`src/hw/rv_exec_pkg.sv`:
```
package rv_exec_pkg;

    // Data path widths
    localparam int XLEN    = 32;
    localparam int SHAMT_W = 5;

    // Major opcodes handled by the unit
    localparam logic [6:0] OPC_OP     = 7'b0110011; // R-type ALU
    localparam logic [6:0] OPC_OP_IMM = 7'b0010011; // I-type ALU
    localparam logic [6:0] OPC_BRANCH = 7'b1100011; // Compare via SUB
    localparam logic [6:0] OPC_STORE  = 7'b0100011; // Address via ADD

    // ALU operation class from the main decoder
    localparam logic [1:0] ALUOP_ITYPE  = 2'd0;
    localparam logic [1:0] ALUOP_BRANCH = 2'd1;
    localparam logic [1:0] ALUOP_RTYPE  = 2'd2;
    localparam logic [1:0] ALUOP_STORE  = 2'd3;

    // ALU control codes
    localparam logic [3:0] ALU_ADD  = 4'h0;
    localparam logic [3:0] ALU_SUB  = 4'h1;
    localparam logic [3:0] ALU_SLL  = 4'h2;
    localparam logic [3:0] ALU_SLT  = 4'h3;
    localparam logic [3:0] ALU_SLTU = 4'h4;
    localparam logic [3:0] ALU_SRL  = 4'h5;
    localparam logic [3:0] ALU_SRA  = 4'h6;
    localparam logic [3:0] ALU_OR   = 4'h7;
    localparam logic [3:0] ALU_XOR  = 4'h8;
    localparam logic [3:0] ALU_AND  = 4'h9;
    localparam logic [3:0] ALU_ZERO = 4'hA; // Result forced to zero

    // funct7 value selecting SUB and SRA
    localparam logic [6:0] FUNCT7_ALT = 7'h20;

    // Control FSM state encoding
    localparam logic [1:0] ST_IDLE  = 2'd0;
    localparam logic [1:0] ST_EXEC  = 2'd1;
    localparam logic [1:0] ST_SHIFT = 2'd2;
    localparam logic [1:0] ST_DONE  = 2'd3;

    // R-type field layout
    typedef struct packed {
        logic [6:0] funct7;
        logic [4:0] rs2;
        logic [4:0] rs1;
        logic [2:0] funct3;
        logic [4:0] rd;
        logic [6:0] opcode;
    } instr_r_t;

    // I-type field layout, imm12 overlays funct7 and rs2
    typedef struct packed {
        logic [11:0] imm12;
        logic [4:0]  rs1;
        logic [2:0]  funct3;
        logic [4:0]  rd;
        logic [6:0]  opcode;
    } instr_i_t;

    typedef union packed {
        instr_r_t r;
        instr_i_t i;
    } instr_u;

endpackage

```
`src/hw/alu_core.sv`:
```
`timescale 1ns/1ps

module alu_core
    import rv_exec_pkg::*;
(
    input  logic [XLEN-1:0] op_a_i,        // rs1
    input  logic [XLEN-1:0] op_b_i,        // rs2 or immediate
    input  logic [3:0]      alu_control_i,
    output logic [XLEN-1:0] result_o
);

    logic lt_signed;
    logic lt_unsigned;

    assign lt_signed   = ($signed(op_a_i) < $signed(op_b_i));
    assign lt_unsigned = (op_a_i < op_b_i);

    always_comb begin
        case (alu_control_i)
            ALU_ADD:  result_o = op_a_i + op_b_i;
            ALU_SUB:  result_o = op_a_i - op_b_i;
            ALU_SLT:  result_o = {{(XLEN-1){1'b0}}, lt_signed};
            ALU_SLTU: result_o = {{(XLEN-1){1'b0}}, lt_unsigned};
            ALU_XOR:  result_o = op_a_i ^ op_b_i;
            ALU_OR:   result_o = op_a_i | op_b_i;
            ALU_AND:  result_o = op_a_i & op_b_i;
            // Shift results come from the serial shifter
            default:  result_o = '0;
        endcase
    end

endmodule

```
`src/hw/alu_decoder.sv`:
```
`timescale 1ns/1ps

module alu_decoder
    import rv_exec_pkg::*;
(
    input  logic [1:0] alu_op_i,      // Class from main decoder
    input  logic [2:0] funct3_i,      // funct3 field
    input  logic [6:0] funct7_i,      // funct7 field
    output logic [3:0] alu_control_o, // ALU control code
    output logic       illegal_o      // Bad funct7 for this funct3
);

    always_comb begin
        alu_control_o = ALU_ZERO;
        illegal_o     = 1'b0;
        case (alu_op_i)
            ALUOP_ITYPE: begin
                case (funct3_i)
                    3'h0: alu_control_o = ALU_ADD;  // ADDI
                    3'h2: alu_control_o = ALU_SLT;  // SLTI
                    3'h3: alu_control_o = ALU_SLTU; // SLTIU
                    3'h4: alu_control_o = ALU_XOR;  // XORI
                    3'h6: alu_control_o = ALU_OR;   // ORI
                    3'h7: alu_control_o = ALU_AND;  // ANDI
                    3'h1: begin
                        if (funct7_i == 7'h00) alu_control_o = ALU_SLL; // SLLI
                        else illegal_o = 1'b1;
                    end
                    3'h5: begin
                        if (funct7_i == 7'h00) alu_control_o = ALU_SRL; // SRLI
                        else if (funct7_i == FUNCT7_ALT) alu_control_o = ALU_SRA;
                        else illegal_o = 1'b1;
                    end
                    default: alu_control_o = ALU_ZERO;
                endcase
            end

            ALUOP_BRANCH: alu_control_o = ALU_SUB; // Compare operands

            ALUOP_RTYPE: begin
                // Only ADD/SUB and SRL/SRA accept the alternate funct7
                if (funct7_i == FUNCT7_ALT) begin
                    case (funct3_i)
                        3'h0:    alu_control_o = ALU_SUB;
                        3'h5:    alu_control_o = ALU_SRA;
                        default: illegal_o     = 1'b1;
                    endcase
                end else if (funct7_i == 7'h00) begin
                    case (funct3_i)
                        3'h0:    alu_control_o = ALU_ADD;
                        3'h1:    alu_control_o = ALU_SLL;
                        3'h2:    alu_control_o = ALU_SLT;
                        3'h3:    alu_control_o = ALU_SLTU;
                        3'h4:    alu_control_o = ALU_XOR;
                        3'h5:    alu_control_o = ALU_SRL;
                        3'h6:    alu_control_o = ALU_OR;
                        3'h7:    alu_control_o = ALU_AND;
                        default: alu_control_o = ALU_ZERO;
                    endcase
                end else begin
                    illegal_o = 1'b1; // Unknown funct7
                end
            end

            ALUOP_STORE: alu_control_o = ALU_ADD; // Base plus offset

            default: alu_control_o = ALU_ZERO;
        endcase
    end

endmodule

```
`src/hw/exec_fsm.sv`:
```
`timescale 1ns/1ps

module exec_fsm
    import rv_exec_pkg::*;
(
    input  logic       clk_i,
    input  logic       arst_n_i,
    input  logic       start_i,       // Start strobe
    input  logic [3:0] alu_control_i, // Decoded ALU code
    input  logic       illegal_i,     // Either decoder flagged
    input  logic       cnt_zero_i,    // No shift steps left
    output logic       busy_o,
    output logic       capture_o,     // Load instruction and operands
    output logic       shift_load_o,  // Load shifter and counter
    output logic       shift_en_o,    // One shift step
    output logic       result_load_o, // Load result and illegal regs
    output logic       done_o
);

    logic [1:0] state_q;
    logic [1:0] state_d;
    logic       is_shift;

    assign is_shift = (alu_control_i == ALU_SLL) || (alu_control_i == ALU_SRL) ||
                      (alu_control_i == ALU_SRA);

    always_ff @(posedge clk_i or negedge arst_n_i) begin
        if (!arst_n_i) state_q <= ST_IDLE;
        else           state_q <= state_d;
    end

    always_comb begin
        state_d       = state_q;
        capture_o     = 1'b0;
        shift_load_o  = 1'b0;
        shift_en_o    = 1'b0;
        result_load_o = 1'b0;
        case (state_q)
            ST_IDLE: begin
                capture_o = start_i; // Only place a start is accepted
                if (start_i) state_d = ST_EXEC;
            end
            ST_EXEC: begin
                if (illegal_i || !is_shift) begin
                    result_load_o = 1'b1;
                    state_d       = ST_DONE;
                end else begin
                    shift_load_o = 1'b1;
                    state_d      = ST_SHIFT;
                end
            end
            ST_SHIFT: begin
                if (cnt_zero_i) begin
                    result_load_o = 1'b1;
                    state_d       = ST_DONE;
                end else begin
                    shift_en_o = 1'b1;
                end
            end
            default: state_d = ST_IDLE; // DONE lasts one cycle
        endcase
    end

    assign busy_o = (state_q != ST_IDLE);
    assign done_o = (state_q == ST_DONE);

endmodule

```
`src/hw/instr_decoder.sv`:
```
`timescale 1ns/1ps

module instr_decoder
    import rv_exec_pkg::*;
(
    input  instr_u            instr_i,   // Captured instruction word
    output logic [1:0]        alu_op_o,  // ALU operation class
    output logic              use_imm_o, // Operand B from immediate
    output logic [XLEN-1:0]   imm_o,     // Sign-extended I immediate
    output logic              illegal_o  // Opcode not supported
);

    // I-type immediate, sign bit is instruction bit 31
    assign imm_o = {{(XLEN-12){instr_i.i.imm12[11]}}, instr_i.i.imm12};

    always_comb begin
        alu_op_o  = ALUOP_ITYPE;
        use_imm_o = 1'b0;
        illegal_o = 1'b0;
        case (instr_i.i.opcode)
            OPC_OP_IMM: begin
                alu_op_o  = ALUOP_ITYPE;
                use_imm_o = 1'b1;
            end
            OPC_OP: begin
                alu_op_o  = ALUOP_RTYPE;
            end
            OPC_BRANCH: begin
                alu_op_o  = ALUOP_BRANCH; // rs1 - rs2
            end
            // Store goes through the ALU as rs1 + rs2 only, the split
            // S-type immediate is not assembled in this unit
            OPC_STORE: begin
                alu_op_o  = ALUOP_STORE;
            end
            default: begin
                illegal_o = 1'b1;
            end
        endcase
    end

endmodule

```
`src/hw/rv_exec_top.sv`:
```
`timescale 1ns/1ps

module rv_exec_top
    import rv_exec_pkg::*;
(
    input  logic            clk_i,
    input  logic            arst_n_i,
    input  logic            start_i,   // Start strobe, dropped while busy
    input  instr_u          instr_i,
    input  logic [XLEN-1:0] rs1_i,
    input  logic [XLEN-1:0] rs2_i,
    output logic            busy_o,
    output logic            done_o,    // One-cycle completion pulse
    output logic [XLEN-1:0] result_o,  // Held until next done
    output logic            illegal_o
);

    instr_u          instr_q;
    logic [XLEN-1:0] rs1_q;
    logic [XLEN-1:0] rs2_q;
    logic [XLEN-1:0] result_q;
    logic            illegal_q;
    logic [1:0]      alu_op;
    logic            use_imm;
    logic [XLEN-1:0] imm;
    logic            opc_illegal;
    logic [3:0]      alu_control;
    logic            fn_illegal;
    logic            illegal;
    logic            capture;
    logic            shift_load;
    logic            shift_en;
    logic            result_load;
    logic            cnt_zero;
    logic            is_shift;
    logic [XLEN-1:0] op_b;
    logic [XLEN-1:0] alu_result;
    logic [XLEN-1:0] shift_data;
    logic [XLEN-1:0] result_d;

    // Operand capture, gated by the FSM's IDLE state
    always_ff @(posedge clk_i) begin
        if (capture) begin
            instr_q <= instr_i;
            rs1_q   <= rs1_i;
            rs2_q   <= rs2_i;
        end
    end

    instr_decoder u_instr_dec (.instr_i(instr_q), .alu_op_o(alu_op), .use_imm_o(use_imm),
                               .imm_o(imm), .illegal_o(opc_illegal));

    alu_decoder u_alu_dec (.alu_op_i(alu_op), .funct3_i(instr_q.r.funct3),
                           .funct7_i(instr_q.r.funct7), .alu_control_o(alu_control),
                           .illegal_o(fn_illegal));

    assign illegal  = opc_illegal | fn_illegal;
    assign op_b     = use_imm ? imm : rs2_q;
    assign is_shift = (alu_control == ALU_SLL) || (alu_control == ALU_SRL) ||
                      (alu_control == ALU_SRA);

    exec_fsm u_fsm (.clk_i(clk_i), .arst_n_i(arst_n_i), .start_i(start_i),
                    .alu_control_i(alu_control), .illegal_i(illegal), .cnt_zero_i(cnt_zero),
                    .busy_o(busy_o), .capture_o(capture), .shift_load_o(shift_load),
                    .shift_en_o(shift_en), .result_load_o(result_load), .done_o(done_o));

    shift_counter u_cnt (.clk_i(clk_i), .arst_n_i(arst_n_i), .load_i(shift_load),
                         .amount_i(op_b[SHAMT_W-1:0]), .dec_i(shift_en), .zero_o(cnt_zero));

    serial_shifter u_shifter (.clk_i(clk_i), .arst_n_i(arst_n_i), .load_i(shift_load),
                              .en_i(shift_en), .data_i(rs1_q), .alu_control_i(alu_control),
                              .data_o(shift_data));

    alu_core u_alu (.op_a_i(rs1_q), .op_b_i(op_b), .alu_control_i(alu_control),
                    .result_o(alu_result));

    // Illegal wins, then shifter for shift codes
    assign result_d = illegal  ? '0 :
                      is_shift ? shift_data : alu_result;

    always_ff @(posedge clk_i or negedge arst_n_i) begin
        if (!arst_n_i) begin
            result_q  <= '0;
            illegal_q <= 1'b0;
        end else if (result_load) begin
            result_q  <= result_d;
            illegal_q <= illegal;
        end
    end

    assign result_o  = result_q;
    assign illegal_o = illegal_q;

endmodule

```
`src/hw/serial_shifter.sv`:
```
`timescale 1ns/1ps

module serial_shifter
    import rv_exec_pkg::*;
(
    input  logic            clk_i,
    input  logic            arst_n_i,
    input  logic            load_i,        // Take new operand
    input  logic            en_i,          // Shift one position
    input  logic [XLEN-1:0] data_i,        // Value to shift
    input  logic [3:0]      alu_control_i, // Selects direction and fill
    output logic [XLEN-1:0] data_o
);

    logic [XLEN-1:0] data_q;

    always_ff @(posedge clk_i or negedge arst_n_i) begin
        if (!arst_n_i) begin
            data_q <= '0;
        end else if (load_i) begin
            data_q <= data_i;
        end else if (en_i) begin
            case (alu_control_i)
                ALU_SLL: data_q <= {data_q[XLEN-2:0], 1'b0};
                ALU_SRL: data_q <= {1'b0, data_q[XLEN-1:1]};
                ALU_SRA: data_q <= {data_q[XLEN-1], data_q[XLEN-1:1]}; // Sign fill
                default: data_q <= data_q;
            endcase
        end
    end

    assign data_o = data_q;

endmodule

```
`src/hw/shift_counter.sv`:
```
`timescale 1ns/1ps

module shift_counter
    import rv_exec_pkg::*;
(
    input  logic               clk_i,
    input  logic               arst_n_i,
    input  logic               load_i,   // Load new amount
    input  logic [SHAMT_W-1:0] amount_i, // Shift amount
    input  logic               dec_i,    // Step taken
    output logic               zero_o    // Nothing left to shift
);

    logic [SHAMT_W-1:0] cnt_q;

    always_ff @(posedge clk_i or negedge arst_n_i) begin
        if (!arst_n_i) begin
            cnt_q <= '0;
        end else if (load_i) begin
            cnt_q <= amount_i;
        end else if (dec_i && (cnt_q != '0)) begin
            cnt_q <= cnt_q - 1'b1; // Never wraps below zero
        end
    end

    assign zero_o = (cnt_q == '0);

endmodule
```
`config.mk`:
```
export PLATFORM = sky130hd
export DESIGN_NAME = rv_exec_top
export DESIGN_NICKNAME = d
export VERILOG_FILES = /design/src/hw/rv_exec_pkg.sv /design/src/hw/alu_core.sv /design/src/hw/alu_decoder.sv /design/src/hw/exec_fsm.sv /design/src/hw/instr_decoder.sv /design/src/hw/rv_exec_top.sv /design/src/hw/serial_shifter.sv /design/src/hw/shift_counter.sv
export SDC_FILE = /design/constraint.sdc
export NUM_CORES = 1
export LEC_CHECK = 0
export BUFFER_PORTS_ARGS = -buffer_cell sky130_fd_sc_hd__buf_4
export CORE_MARGIN = 3
export CORE_UTILIZATION = 55
export CTS_BUF_LIST = sky130_fd_sc_hd__clkbuf_2
export CTS_CLUSTER_SIZE = 24
export DETAILED_ROUTE_END_ITERATION = 6
export GPL_TIMING_DRIVEN = 0
export HOLD_SLACK_MARGIN = 0.08
export PLACE_DENSITY = 0.76
export SYNTH_ARGS = -nofsm -noshare
export SYNTH_HDL_FRONTEND = slang
export SYNTH_SLANG_ARGS = --single-unit
```
`constraint.sdc`:
```
create_clock -name clk_i -period 4.17 [get_ports clk_i]
set_clock_uncertainty 0.1 [all_clocks]
set_input_delay 0.417 -clock clk_i [delete_from_list [all_inputs] [get_ports clk_i]]
set_output_delay 0.417 -clock clk_i [all_outputs]
set_load 0.05 [all_outputs]
```
* After elaboration in Yosys (flattened, before gate mapping)
Memories as Yosys holds them, arrays and structs flattened. A register that Yosys moved wholly into a read port is not among the register bits. Index checks and enable logic that the tools add are counted.
Operators by class: add/subtract/negate cells 3, magnitude comparators 2, equal/unequal tests 30, multiplexer cells 40, bitwise operators 4, reductions and logical operators 22
Operator list (number):
- 32-bit case mux with 7 select lines | 1
- 32-bit 2-to-1 mux | 5
- 32-bit case mux with 3 select lines | 1
- 32-bit < comparator | 2
- 32-bit adder | 1
- 32-bit AND | 1
- 32-bit bitwise OR | 1
- 4-bit case mux with 8 select lines | 1
- 32-bit subtractor | 1
- 32-bit XOR | 1
- 7-bit by 6-bit equality test with 1-bit output, second input constant | 3
- 4-bit 2-to-1 mux | 5
- 4-bit by 3-bit equality test with 1-bit output, second input constant | 4
- 4-bit case mux with 4 select lines | 1
- 1-bit 2-to-1 mux | 15
- 3-bit equality test, second input constant | 4
- 2-bit case mux with 3 select lines | 2
- 5-bit 2-to-1 mux | 2
- 2-bit equality test, second input constant | 4
- 4-bit by 2-bit equality test with 1-bit output, second input constant | 2
- 4-bit equality test, second input constant | 2
- 4-bit case mux with 2 select lines | 1
- 7-bit by 5-bit equality test with 1-bit output, second input constant | 1
- 7-bit equality test, second input constant | 1
- 26 further kinds | 39
Storage, ports and cells: flip-flop bits (word level) 168, memory bits (read-only) 32, word-level logic and storage cells 111, memories kept 1
Memories:
- (name not given) | words 8, width 4, rd ports 1, clocked after Yosys merged registers in 1, write ports 0, line alu_decoder.sv:49 | case (funct3_i)

* Depth between registers and ports, before layout
depth after elaboration 14, mapped depth 19

* Cells and area by module
Synthesis repeated with hierarchy kept, for this count alone.
Unflattened totals: cells, all modules 1564, area, all modules 14087.3 µm²
By module, submodules not included:
- rv_exec_top | times used 1, cells an instance 436, area each 5883.1 µm², seq. area each 3708.6 µm²
- alu_core | times used 1, cells an instance 776, area each 4967.3 µm², seq. area each 0.0 µm²
- serial_shifter | times used 1, cells an instance 195, area each 2019.4 µm², seq. area each 800.8 µm²
- alu_decoder | times used 1, cells an instance 58, area each 369.1 µm², seq. area each 0.0 µm²
- instr_decoder | times used 1, cells an instance 38, area each 310.3 µm², seq. area each 0.0 µm²
- shift_counter | times used 1, cells an instance 32, area each 304.0 µm², seq. area each 125.1 µm²
- exec_fsm | times used 1, cells an instance 29, area each 234.0 µm², seq. area each 50.0 µm²

* Least setup slack after synthesis
No wires, ideal clock.
path kind register -> register, from register instr_q[3] in the netlist's numbering, to register result_q[26] (netlist: result_o[26]), setup time 0.127 ns, data arrival time 4.227 ns, data required time 3.943 ns, setup slack -0.284 ns, cell stages (with the launch flop) 18, buffers on the path 3, period minus slack after synthesis 4.454 ns, path through edfxtp_1 -> nor4bb_1 -> buf_2 -> nand3_1 -> clkbuf_1 -> mux2i_1 -> ha_1 -> buf_2 -> nand2b_1 -> a221oi_1 -> nor2_1 -> or4b_1 -> a41oi_1 -> a31oi_1 -> o31ai_1 -> xnor2_1 -> a221oi_1 -> nor2_1
On the way: word-level cells in the longest chain between the ends 11, elaborated cells between the ends (all ways) 40
RTL lines:
- start: declaration | line rv_exec_top.sv:18 | instr_u instr_q;
- start signal: assignment | line rv_exec_top.sv:44 | instr_q <= instr_i;
- branches (longest 11 deep; another with 32-bit subtractor)
- end signal: assignment | line rv_exec_top.sv:86 | result_q <= result_d;
- end: declaration | line rv_exec_top.sv:21 | logic [XLEN-1:0] result_q;
Parallel ways; which one is timed is not known. A chain may end at the register's enable or synchronous reset.

* Worst setup path in the final report
Same ends and word-level chain as after synthesis.

==> results.toml <==
[run_status]
violations = "DRC, setup timing"
outcome = "complete, but fails checks"

[power_and_ir_drop]
power.density_mw_per_mm2 = 504
power.share.combinational = 0.616
p_leak_nw = 6.99
internal_power_mw = 4.14
p_sw_mw = 4.08
seq_power_share = 0.270
p_clk_frac = 0.114
p_sw_frac = 0.496
vdd_ir_drop_max_mv = 0.293

[cts]
htreeDepth = 4
clock-sinks = 162
clockBufferDepth = 2
clkLatencyLatePin_ps = 840
cts_tree = "built"
clkTransAtPathRegs_ps = 310
cts-root-buf = "clkbuf_2"
cts_buffers = 17

[placed_design]
place.port_buffers = 123
place_congestion = 1.02
dp_hpwl_mm = 32.2
place_ws_ps = -1820

[die]
die_w_microns = 155
start_util = 0.569
core_sq_mm = 0.0214
die-area_sq_mm = 0.0239
ios = 134
rows = 53
die_y_microns = 155

[grt]
grt_pass1_vias = 12447
grt_max_degree = 73
antenna_found_initial = 2
track_usage = 0.394
grt_pass1_wl_mm = 73.0
overflow = 0

[logic_synthesis]
synth_seq_cells = 162
synth_area_per_cell_sq_um = 8.77
synthDistinctLibCells = 75
yosys_warnings = 0
ys_dominant_reg_cell = "edfxtp_1"
synth_area_leader_cell = "edfxtp_1"
synth_area_leaders = "edfxtp_1 (21%), dfrtp_1 (15%), ha_1 (11%), a21oi_1 (5.1%), nor2_1 (3.9%)"
ys_async_sr_fraction = 0.444
synth_area_sq_mm = 0.0121
synthCells = 1385
synth_nets = 1594
yosysSeqAreaShare = 0.367
synth_edf_count = 86
synth_top_cell_area_share = 0.213

[critical_path]
start_kind = "register"
worst-setup-path-type = "register to register"
crit_arrival_ps = 5110
required_ps = 4780
crit_fanout = 10
cp-end-kind = "register"

[run]
maxCapViolCount = 0

[finish]
fillers = 1502
syn_to_final_growth_pct = 34.3
layout-drive-gt1-share = 0.262
nets = 1880

[detailed_routing]
detail-route-antenna-nets = 0
wirelength_mm = 48.9
viasPerCell = 6.57
num_vias = 12875
detail_route.wl_per_cell_microns = 24.9
first_pass_iters = 7
drc_errors = 5
dr.first_iter.drc_count = 1717

[timing]
slew_viol_final = 0
tns_ps = -3160
slew_headroom = 0.277
hold_viol = 0
rsz0062_at_grt = "yes"
fmax_ghz = 0.222
worst_pin_slew_ps = 1080
period_needed_ps = 4500
fin_crit_sh = 1.08
setup_viol = 19
setup_slack_ps = -326

[worst_hold_path]
min_path_type = "input port to asynchronous set/reset pin"
[cells in the final DEF, fill, tap and decap left out, drive strengths merged, types with 8 or more instances in the layout]
cell | synthesis | layout
o211ai | 17 | 17
edfxtp | 86 | 86
xnor2 | 21 | 21
a21oi | 125 | 125
and3 | 12 | 12
a211oi | 14 | 14
nand4 | 10 | 10
a21o | 37 | 37
nor3 | 27 | 27
clkbuf | 60 | 66
nand2 | 109 | 109
ha | 108 | 108
nor2b | 13 | 13
mux2i | 44 | 44
dlygate4sd3 | 0 | 88
inv | 111 | 117
a22o | 15 | 15
o21bai | 11 | 11
nand3 | 28 | 28
a221oi | 15 | 15
a31oi | 17 | 17
nand2b | 17 | 17
buf | 22 | 212
mux2 | 9 | 9
nor2 | 127 | 127
dfrtp | 72 | 72
o21ai | 113 | 113
nor4 | 10 | 10
o22ai | 11 | 11
a22oi | 8 | 8
[cells in the mapped netlist (all sizes together), types with 22 or more instances]
master,count
dfrtp,72
a21o,37
a21oi,125
clkbuf,60
nor2,127
nand2,109
nand3,28
edfxtp,86
ha,108
o21ai,113
inv,111
mux2i,44
buf,22
nor3,27
[final timing paths]
kind	start	endpoint	slack, ps	depth (start not counted)
min reg2reg	result_o[20]	result_o[20]	410	1
min in group clk_i	rs2_i[18]	rs2_q[18]	170	2
max in group asynchronous	arst_n_i	result_o[14]	3060	2
max	instr_q[3]	result_o[26]	-330	18
max reg2reg	instr_q[3]	result_o[26]	-330	18
min	arst_n_i	u_shifter.data_o[19]	160	2
[registers in the layout (all words and copies together) (netlist names), named ones only]
name / flops
result_o: 32
instr_q: 22
rs1_q: 32
rs2_q: 32
u_cnt.cnt_q: 5
u_shifter.data_o: 32
u_fsm.state_q: 2
illegal_o: 1
[what timing repair did]
action,4_1_cts,5_1_grt
endpoints found under the hold margin,164,0
buffers inserted,42,25
gates resized for setup,215,84
hold buffers,88,0
setup endpoints to repair,34,70
pin swaps,61,71
gates cloned,1,0
[power groups by stage]
stage | registers (mW) | clock network [mW] | logic, mW
detailed placement | 2.23 | 0 | 3.88
finish | 2.22 | 0.937 | 5.06
CTS | 2.20 | 0.916 | 4.57
floorplan | 2.36 | 0 | 2.49
global placement | 2.24 | 0 | 3.80
global route | 2.25 | 0.985 | 5.32
[cells by family (layout without fill, tap and decap cells)]
kind of cell | after synthesis | in the layout | share of synthesized area
and+or+nand+nor | 378 | 378 | 0.144
other | 0 | 1 | 0
buffers and inverters | 193 | 492 | 0.0621
xor gates and xnor gates | 24 | 24 | 0.0173
adders and majority gates | 110 | 110 | 0.115
AOI/OAI and AO/OA | 465 | 465 | 0.250
DFF | 162 | 162 | 0.367
muxes | 53 | 53 | 0.0446
[stage by stage]
| stage | util | std cells | hold WS, ps | instance area [sq um] | power [mW] |
|---|---|---|---|---|---|
| after detailed placement | 0.631 | 1784 | 367 | 13500 | 6.10 |
| after floorplan | - | 1385 | 21.4 | 12200 | 4.86 |
| after global placement | 0.630 | 1783 | 363 | 13400 | 6.04 |
| after CTS | 0.743 | 1939 | 189 | 15900 | 7.69 |
| after global routing | 0.764 | 1960 | 151 | 16300 | 8.55 |
| final | 0.764 | 1960 | 161 | 16300 | 8.22 |
[final cells by class]
class / instances / area (sq um) / share of cell area
Timing Repair Buffer: 278 / 2400 / 0.147
Inverter: 111 / 432 / 0.0265
Antenna cell: 1 / 2.50 / 0.000153
Tap cell: 275 / 344 / 0.0211
Buffer: 71 / 442 / 0.0271
Clock buffer: 17 / 85.1 / 0.00521
Clock inverter: 15 / 149 / 0.00913
Sequential cell: 162 / 4460 / 0.274
Multi-Input combinational cell: 1030 / 8000 / 0.490
[metal layers]
metal | routed length [microns] | up-vias | share of wire | GRT usage
met5 | 11 | - | 0.00022 | 0
met4 | 2630 | 2 | 0.054 | 0.177
met3 | 5590 | 219 | 0.11 | 0.0943
met2 | 22300 | 905 | 0.46 | 0.631
met1 | 18400 | 6140 | 0.38 | 0.509
li1 | - | 5609 | - | -
[worst max-delay path, stage by stage (launching register included)]
cell and delay [ps]:
edfxtp_1 440, nor4bb_2 300, buf_4 180, nand3_4 110, buf_12 170, clkbuf_8 150, mux2_4 330, inv_1 130
ha_4 230, clkbuf_8 170, clkinvlp_4 140, nand4_1 120, or4b_4 600, a41oi_4 280, a31oi_2 140, o31ai_2 230
xnor2_1 120, a221oi_2 360, nor2_1 80
Power figures use the tool's default switching activity.
